==> config.mk <==
export PLATFORM = sky130hd
export DESIGN_NAME = flush_top
export DESIGN_NICKNAME = d
export VERILOG_FILES = /design/src/hdl/flush_pkg.sv /design/src/hdl/commit_decoder.sv /design/src/hdl/flush_ctrl.sv /design/src/hdl/dcache_flush_unit.sv /design/src/hdl/flush_top.sv
export SDC_FILE = /design/constraint.sdc
export NUM_CORES = 1
export LEC_CHECK = 0
export ABC_CLOCK_PERIOD_IN_PS = 2800
export BUFFER_PORTS_ARGS = -buffer_cell sky130_fd_sc_hd__buf_2
export CORE_AREA = 2 2 42 83
export CTS_CLUSTER_DIAMETER = 50
export DETAILED_ROUTE_END_ITERATION = 8
export DIE_AREA = 0 0 44 85
export PLACE_DENSITY = 0.71
export RECOVER_POWER = 25
export SETUP_SLACK_MARGIN = 0.02
export SKIP_CTS_REPAIR_TIMING = 1
export SLEW_MARGIN = 30
export SYNTH_ARGS = -nofsm -noshare
export SYNTH_HDL_FRONTEND = slang
export SYNTH_HIERARCHICAL = 1
export SYNTH_SLANG_ARGS = --single-unit
==> constraint.sdc <==
create_clock -name clk_i -period 2.8 [get_ports clk_i]
set_input_delay 0.14 -clock clk_i [delete_from_list [all_inputs] [get_ports clk_i]]
set_output_delay 0.14 -clock clk_i [all_outputs]
set_load 0.03 [all_outputs]
==> src/hdl/flush_pkg.sv <==
// Flush control shared definitions

package flush_pkg;

    // ------------------------------
    // Cache geometry and timing
    // ------------------------------
    localparam int unsigned DCACHE_SETS = 8;                   // Sets walked per flush
    localparam int unsigned WB_CYCLES   = 2;                   // Extra cycles per dirty set
    localparam int unsigned SET_W       = $clog2(DCACHE_SETS); // Set index width
    localparam int unsigned WB_CNT_W    = (WB_CYCLES > 1) ? $clog2(WB_CYCLES) : 1;

    // Widths that carry a meaning
    typedef logic [SET_W-1:0] set_idx_t;  // Data cache set index
    typedef logic [SET_W:0]   wb_count_t; // Sets written back, 0 to DCACHE_SETS

    // ------------------------------
    // Commit side
    // ------------------------------
    // Class of the committed instruction
    typedef enum logic [2:0] {
        OP_PLAIN,      // No side effect
        OP_FENCE,      // Memory fence
        OP_FENCE_I,    // Instruction fence
        OP_SFENCE_VMA, // Address translation fence
        OP_CSR_SIDE,   // CSR write with side effect
        OP_ERET        // Return from trap
    } commit_op_t;

    // One-cycle strobes out of the commit decoder
    typedef struct packed {
        logic fence;        // fence committed
        logic fence_i;      // fence.i committed
        logic sfence_vma;   // sfence.vma committed
        logic flush_csr;    // CSR side effect
        logic ex_valid;     // Exception taken
        logic eret;         // Trap return
        logic set_debug_pc; // Enter debug mode
    } commit_event_t;

    // Branch outcome from the execute stage
    typedef struct packed {
        logic valid;         // Branch resolved this cycle
        logic is_mispredict; // Prediction was wrong
    } branch_res_t;

    // Flush strobes to the core
    typedef struct packed {
        logic set_pc_commit;  // Restart fetch at the commit PC
        logic flush_if;       // Fetch stage
        logic flush_unissued; // Scoreboard entries not yet issued
        logic flush_id;       // Decode stage
        logic flush_ex;       // Execute stage
        logic flush_bp;       // Branch predictor state
        logic flush_icache;   // Instruction cache
        logic flush_tlb;      // TLBs
    } flush_vec_t;

endpackage

==> src/hdl/commit_decoder.sv <==
// Commit event decoder

module commit_decoder import flush_pkg::*; (
    input  logic          commit_valid_i, // Instruction retires this cycle
    input  commit_op_t    commit_op_i,    // Its class
    input  logic          commit_ex_i,    // It raised an exception
    input  logic          debug_req_i,    // Debug halt request
    output commit_event_t events_o        // At most one strobe high
);

    logic commit_take; // Commit seen and not overridden by debug

    assign commit_take = commit_valid_i && !debug_req_i;

    // ------------------------------
    // Event priority
    // ------------------------------
    // Debug wins over everything, then the exception, then the op itself
    always_comb begin
        events_o = '0;
        if (debug_req_i) begin
            events_o.set_debug_pc = 1'b1;
        end else if (commit_take) begin
            if (commit_ex_i) begin
                // Trapping instruction has no side effect of its own
                events_o.ex_valid = 1'b1;
            end else begin
                case (commit_op_i)
                    OP_FENCE:      events_o.fence      = 1'b1;
                    OP_FENCE_I:    events_o.fence_i    = 1'b1;
                    OP_SFENCE_VMA: events_o.sfence_vma = 1'b1;
                    OP_CSR_SIDE:   events_o.flush_csr  = 1'b1;
                    OP_ERET:       events_o.eret       = 1'b1;
                    default: begin
                        // OP_PLAIN retires quietly
                        events_o = '0;
                    end
                endcase
            end
        end
    end

    // ------------------------------
    // Checks
    // ------------------------------
    // The controller ORs the rules, so a second strobe would merge two flushes
    always_comb begin
        a_events_onehot: assert ($onehot0(events_o))
            else $error("commit_decoder: more than one event strobe");
    end

endmodule

==> src/hdl/flush_ctrl.sv <==
// Pipeline flush and halt controller

module flush_ctrl import flush_pkg::*; (
    input  logic          clk_i,
    input  logic          rst_ni,
    input  commit_event_t events_i,       // Strobes from the commit decoder
    input  branch_res_t   branch_i,       // Resolved branch
    input  logic          halt_csr_i,     // Halt request from CSR, e.g. WFI
    input  logic          dcache_ack_i,   // Data cache flush finished
    output flush_vec_t    flush_o,        // Combinational flush strobes
    output logic          flush_dcache_o, // Registered data cache flush request
    output logic          halt_o          // Stall the commit stage
);

    logic mispredict;      // Qualified mispredict
    logic fence_evt;       // Either fence flavour needs the data cache flushed
    logic serialize_evt;   // Instructions that restart at the commit PC
    logic trap_evt;        // Trap entry, trap return or debug entry
    logic fence_active_d;
    logic fence_active_q;  // High from fence until dcache ack
    logic flush_dcache_d;

    assign mispredict    = branch_i.valid && branch_i.is_mispredict;
    assign fence_evt     = events_i.fence || events_i.fence_i;
    assign serialize_evt = fence_evt || events_i.sfence_vma || events_i.flush_csr;
    assign trap_evt      = events_i.ex_valid || events_i.eret || events_i.set_debug_pc;

    // ------------------------------
    // Flush vector
    // ------------------------------
    always_comb begin
        flush_o = '0;

        // Wrong path only reached the front end
        if (mispredict) begin
            flush_o.flush_if       = 1'b1;
            flush_o.flush_unissued = 1'b1;
        end

        // Serializing commits drop everything younger and refetch
        if (serialize_evt) begin
            flush_o.set_pc_commit  = 1'b1;
            flush_o.flush_if       = 1'b1;
            flush_o.flush_unissued = 1'b1;
            flush_o.flush_id       = 1'b1;
            flush_o.flush_ex       = 1'b1;
        end

        flush_o.flush_icache = events_i.fence_i;    // Code may have been rewritten
        flush_o.flush_tlb    = events_i.sfence_vma; // Translations may have changed

        // Traps redirect fetch to the trap vector, not the commit PC
        if (trap_evt) begin
            flush_o.set_pc_commit  = 1'b0;
            flush_o.flush_if       = 1'b1;
            flush_o.flush_unissued = 1'b1;
            flush_o.flush_id       = 1'b1;
            flush_o.flush_ex       = 1'b1;
            flush_o.flush_bp       = 1'b1; // Avoid speculation into the new privilege mode
        end
    end

    // ------------------------------
    // Fence tracking
    // ------------------------------
    always_comb begin
        fence_active_d = fence_active_q;
        flush_dcache_d = 1'b0;

        if (fence_evt) begin
            fence_active_d = 1'b1;
            flush_dcache_d = 1'b1;
        end

        // Request stays up until the cache answers
        if (fence_active_q && dcache_ack_i) begin
            fence_active_d = 1'b0;
        end else if (fence_active_q) begin
            flush_dcache_d = 1'b1;
        end
    end

    // Core waits while the data cache is being cleaned
    assign halt_o = halt_csr_i || fence_active_q;

    always_ff @(posedge clk_i or negedge rst_ni) begin
        if (!rst_ni) begin
            fence_active_q <= 1'b0;
            flush_dcache_o <= 1'b0;
        end else begin
            fence_active_q <= fence_active_d;
            flush_dcache_o <= flush_dcache_d; // Registered to ease timing toward the cache
        end
    end

    // ------------------------------
    // Checks
    // ------------------------------
    // The flush unit only answers a request we made
    a_ack_in_fence: assert property (@(posedge clk_i) disable iff (!rst_ni)
        dcache_ack_i |-> fence_active_q)
        else $error("flush_ctrl: dcache ack without active fence");

    // Core is halted, so no new fence may commit before the ack
    a_no_fence_while_active: assert property (@(posedge clk_i) disable iff (!rst_ni)
        fence_evt |-> !fence_active_q)
        else $error("flush_ctrl: fence committed during data cache flush");

endmodule

==> src/hdl/dcache_flush_unit.sv <==
// Data cache flush unit

module dcache_flush_unit import flush_pkg::*; (
    input  logic      clk_i,
    input  logic      rst_ni,
    input  logic      flush_dcache_i, // Flush request level
    input  logic      mark_dirty_i,   // Strobe, a store dirtied a set
    input  set_idx_t  mark_set_i,     // Set that became dirty
    output logic      dcache_ack_o,   // One-cycle done pulse
    output wb_count_t wb_count_o      // Sets written back by the last flush
);

    typedef enum logic [1:0] {
        IDLE,      // Waiting for a request
        WALK,      // Looking at one set
        WRITEBACK, // Writing a dirty set back
        DONE       // Acknowledge and clean up
    } state_t;

    state_t               state_d, state_q;
    set_idx_t             set_d, set_q;       // Set under inspection
    logic [WB_CNT_W-1:0]  wb_cnt_d, wb_cnt_q; // Writeback cycles left minus one
    wb_count_t            cnt_d, cnt_q;       // Dirty sets seen in this walk
    logic [DCACHE_SETS-1:0] dirty_q;          // One bit per set
    wb_count_t            wb_count_q;
    logic                 last_set;

    assign last_set     = (set_q == set_idx_t'(DCACHE_SETS - 1));
    assign dcache_ack_o = (state_q == DONE);
    assign wb_count_o   = wb_count_q;

    // ------------------------------
    // Set walk FSM
    // ------------------------------
    always_comb begin
        state_d  = state_q;
        set_d    = set_q;
        wb_cnt_d = wb_cnt_q;
        cnt_d    = cnt_q;

        case (state_q)
            IDLE: begin
                if (flush_dcache_i) begin
                    state_d = WALK;
                    set_d   = '0;
                    cnt_d   = '0;
                end
            end
            WALK: begin
                if (dirty_q[set_q]) begin
                    state_d  = WRITEBACK;
                    wb_cnt_d = WB_CNT_W'(WB_CYCLES - 1);
                    cnt_d    = cnt_q + 1'b1;
                end else if (last_set) begin
                    state_d = DONE;
                end else begin
                    set_d = set_q + 1'b1;
                end
            end
            WRITEBACK: begin
                if (wb_cnt_q != '0) begin
                    wb_cnt_d = wb_cnt_q - 1'b1;
                end else if (last_set) begin
                    state_d = DONE;
                end else begin
                    state_d = WALK;
                    set_d   = set_q + 1'b1;
                end
            end
            default: begin
                state_d = IDLE; // DONE lasts exactly one cycle
            end
        endcase
    end

    always_ff @(posedge clk_i or negedge rst_ni) begin
        if (!rst_ni) begin
            state_q    <= IDLE;
            set_q      <= '0;
            wb_cnt_q   <= '0;
            cnt_q      <= '0;
            dirty_q    <= '0;
            wb_count_q <= '0;
        end else begin
            state_q  <= state_d;
            set_q    <= set_d;
            wb_cnt_q <= wb_cnt_d;
            cnt_q    <= cnt_d;
            // Count becomes visible together with the ack
            if (state_d == DONE && state_q != DONE) begin
                wb_count_q <= cnt_q;
            end
            if (state_q == DONE) begin
                dirty_q <= '0; // Whole cache is clean now
            end else if (mark_dirty_i) begin
                dirty_q[mark_set_i] <= 1'b1;
            end
        end
    end

    // ------------------------------
    // Checks
    // ------------------------------
    a_mark_when_idle: assert property (@(posedge clk_i) disable iff (!rst_ni)
        mark_dirty_i |-> state_q == IDLE)
        else $error("dcache_flush_unit: dirty mark during flush");

endmodule

==> src/hdl/flush_top.sv <==
// Flush and halt control top level

module flush_top import flush_pkg::*; (
    input  logic        clk_i,
    input  logic        rst_ni,
    // Commit stage
    input  logic        commit_valid_i,
    input  commit_op_t  commit_op_i,
    input  logic        commit_ex_i,
    input  logic        debug_req_i,
    // Execute stage and CSR file
    input  branch_res_t branch_i,
    input  logic        halt_csr_i,
    // Store traffic into the data cache
    input  logic        mark_dirty_i,
    input  set_idx_t    mark_set_i,
    // To the core
    output flush_vec_t  flush_o,
    output logic        halt_o,
    output logic        dcache_ack_o,
    output wb_count_t   wb_count_o
);

    commit_event_t events;       // Decoder strobes
    logic          flush_dcache; // Controller request to the cache
    logic          dcache_ack;   // Cache done pulse

    assign dcache_ack_o = dcache_ack;

    // ------------------------------
    // Input side
    // ------------------------------
    commit_decoder u_commit_decoder (
        .commit_valid_i (commit_valid_i),
        .commit_op_i    (commit_op_i),
        .commit_ex_i    (commit_ex_i),
        .debug_req_i    (debug_req_i),
        .events_o       (events)
    );

    flush_ctrl u_flush_ctrl (
        .clk_i          (clk_i),
        .rst_ni         (rst_ni),
        .events_i       (events),
        .branch_i       (branch_i),
        .halt_csr_i     (halt_csr_i),
        .dcache_ack_i   (dcache_ack),
        .flush_o        (flush_o),
        .flush_dcache_o (flush_dcache),
        .halt_o         (halt_o)
    );

    // Output side
    dcache_flush_unit u_dcache_flush_unit (
        .clk_i          (clk_i),
        .rst_ni         (rst_ni),
        .flush_dcache_i (flush_dcache),
        .mark_dirty_i   (mark_dirty_i),
        .mark_set_i     (mark_set_i),
        .dcache_ack_o   (dcache_ack),
        .wb_count_o     (wb_count_o)
    );

endmodule

==> impl_metrics.json <==
{
  "internal_power_mw": 0.9444,
  "synth_area_mm2": 0.001489,
  "pin_count": 29,
  "syn2layout_area_growth_pct": 12.35,
  "cp_max_fo": 7,
  "antenna_cells": 0,
  "arrival_ns": 2.60,
  "sw_frac_of_total_pct": 43.69,
  "fp.dieW_um": 44,
  "numCtsBuffers": 3,
  "clkSinkCount": 24,
  "p_comb_share_pct": 51.7,
  "min_to": "u_dcache_flush_unit/dirty_q[3]",
  "crit_chain": "inv_1, ha_1, and2b_1, o21ai_0, a211oi_1, nor3_4, mux2_4",
  "whs_path_depth": 3,
  "die_y_um": 85,
  "num_vias": 1243,
  "maxSlewHeadroom_pct": 12.72,
  "die_area_mm2": 0.003740,
  "clockBufferDepth": 2,
  "num_rows": 29,
  "ff2ff_setup_slack_ns": 0.35,
  "cts_htree_levels": 1,
  "p_leak_nw": 0.7981,
  "grt_max_degree": 25,
  "synthFlopType": "dfrtp_1",
  "syn_nets": 171,
  "first_pass_iters": 4,
  "grt_pass1_wl_mm": 5.623,
  "tightest_slew_ns": 1.309,
  "synth-seq-cells": 24,
  "required_ns": 2.95,
  "critPathKind": "reg -> reg",
  "status": "completed",
  "hold_path.class": "in -> reg",
  "end_kind": "register",
  "synthArstFlopShare_pct": 100.0,
  "cts-root-buf": "clkbuf_8",
  "r2r-start": "u_dcache_flush_unit/state_q[0]",
  "drt_iter0_drc": 32,
  "drv_slew": 0,
  "port-buffer-count": 28,
  "viasPerCell": 6.063,
  "slowest_delay_ns": 0.45,
  "max-cap-violations": 0,
  "timing.final.crit_share_pct": 87.53,
  "postRouteAntennaNets": 0,
  "peakVddDrop_mv": 0.5842,
  "core_area_mm2": 0.003120,
  "r2r-end": "u_dcache_flush_unit/wb_count_o[1]",
  "total_power_mw": 1.677,
  "place_inst": 201,
  "fmax_mhz": 408.0,
  "rsz0062_at_grt": "no",
  "clkPwrFrac_pct": 11.7,
  "wirelength_mm": 3.367,
  "clock_latency_ns": 0.26,
  "ys_seq_area_share_pct": 40.34,
  "wl_per_cell_um": 16.42,
  "worstRegToRegCells": 7,
  "layout-drive-gt1-share_pct": 27.01,
  "grt_pass1_vias": 1294,
  "gp_congestion": 0.8789,
  "ys_types": 44,
  "layout_min_cycle_time_ns": 2.451,
  "path_buf_inv": 1,
  "timing.hold.ws_ns": 0.2061,
  "fin_cells": 205,
  "slowest_stage": "o21ai_0",
  "syn_inst": 149,
  "clkSlewWorstSetupHoldPaths_ns": 0.08,
  "dp_hpwl_mm": 2.645,
  "grt_use_total_pct": 19.29,
  "holdCritStartpoint": "mark_set_i[0]",
  "hold_viol": 0,
  "final.setup.tns_ns": 0,
  "finish.utilization_pct": 53.61,
  "power_frac_seq_pct": 36.6,
  "cts_tree": "built",
  "critPathTopFamily": "compound AO/OA/AOI/OAI gates",
  "report.final.setup_viol": 0,
  "p_per_area_mw_per_mm2": 1003,
  "initial_utilization_pct": 47.71,
  "clock_skew_ns": 0.002190,
  "grt-ovfl-total": 0,
  "synth_area_per_cell_um2": 9.993,
  "switching_power_mw": 0.7328,
  "synth_warnings": 6,
  "synth_edf_count": 0,
  "antenna_found_initial": 0,
  "worst_setup_path_start_kind": "register",
  "num-nets-final": 198,
  "drt_drc_violations_left": 0
}
[per-stage QoR]
step	area, um2	worst slack (ns)
finish	1673	0.3492
global route	1673	0.2349
CTS	1664	0.3801
detailed placement	1623	0.3885
global placement	1623	0.5226
floorplan	1489	0.6118
[cells in the mapped netlist (3+ instances only)]
library cell   n  share of area, %
dfrtp_1       24                40
nor2_1        17               4.3
nand2_1        9               2.3
a21oi_1        7               2.4
ha_1           7               5.9
buf_4          6               3.0
nand3_1        6               2.0
o21ai_0        6               2.0
a31oi_1        5               2.1
mux2_4         5               5.0
nor2b_1        5               2.1
inv_1          4               1.0
nor3_1         4               1.3
inv_2          3              0.76
mux2i_1        3               2.0
o21ai_1        3               1.0
[layer usage]
metal  wire length [um]  share of wire, %  track usage (%)  up-vias
li1                   -                 -                -      581
met1               1132                34            19.78      618
met2               2059                61            36.90       38
met3                122               3.6            2.128        6
met4                 53               1.6            7.713        0
met5                  0                 0                0        -
[cells in the final DEF (no fill, tap or decap), types with 2 or more instances in the layout]
cell type and n:
ha_1 7, a31oi_1 5, a21oi_1 7, nor2_1 17, mux2_4 5, buf_2 27
mux2i_1 3, dfrtp_1 24, mux4_2 2, nand2b_1 2, nor4_1 2, nand3_1 6
o21ai_0 6, nor2b_1 5, inv_1 4, clkbuf_8 3, a21o_1 2, nand2_1 9
o21ai_1 3, nor3_1 4, inv_2 3, or3_1 2, a211oi_1 2
[power groups by stage]
stage | Clock [mW] | Combinational (mW) | Sequential, mW
finish | 0.197 | 0.867 | 0.613
global route | 0.219 | 0.946 | 0.632
CTS | 0.205 | 0.861 | 0.610
detailed placement | 0 | 0.857 | 0.617
global placement | 0 | 0.809 | 0.606
floorplan | 0 | 0.650 | 0.608
[worst max-delay path by stage]
stage	from	to	depth (start not counted)
after global placement	u_dcache_flush_unit/state_q[0]	u_dcache_flush_unit/wb_count_o[3]	7
after global routing	u_dcache_flush_unit/state_q[0]	u_dcache_flush_unit/wb_count_o[0]	7
after detailed placement	u_dcache_flush_unit/state_q[0]	u_dcache_flush_unit/wb_count_o[1]	7
after CTS	u_dcache_flush_unit/state_q[0]	u_dcache_flush_unit/wb_count_o[1]	7
final	u_dcache_flush_unit/state_q[0]	u_dcache_flush_unit/wb_count_o[1]	7
after floorplan	u_dcache_flush_unit/state_q[0]	u_dcache_flush_unit/wb_count_o[0]	7
[logic make-up after synthesis]
| group | Yosys count | share of synthesized area (%) |
|---|---|---|
| mux | 12 | 11.76 |
| buf+inv | 15 | 5.294 |
| compound gates | 30 | 13.11 |
| flops | 24 | 40.34 |
| fa+ha+maj | 7 | 5.882 |
| simple gates | 61 | 23.61 |
[final cells by class]
class	instances	area (um2)
Clock buffer	3	41.29
Inverter	7	26.28
Fill cell	283	1448
Tap cell	31	38.79
Multi-Input combinational cell	110	809.5
Sequential cell	24	600.6
Timing Repair Buffer	30	156.4
[registers in the layout, indices dropped and copies added (netlist names)]
register                        flops
u_dcache_flush_unit/cnt_q           4
u_flush_ctrl/flush_dcache_o         1
u_dcache_flush_unit/dirty_q         8
u_dcache_flush_unit/state_q         2
u_dcache_flush_unit/set_q           3
u_flush_ctrl/fence_active_q         1
u_dcache_flush_unit/wb_count_o      4
u_dcache_flush_unit/wb_cnt_q        1
[worst register-to-register path, stage by stage, from the launching register on]
cell and delay (ns):
dfrtp_1 0.44, inv_1 0.09, ha_1 0.29, and2b_1 0.26
o21ai_0 0.45, a211oi_1 0.20, nor3_4 0.29, mux2_4 0.33
Note: power is estimated with default switching activity, not from simulation.
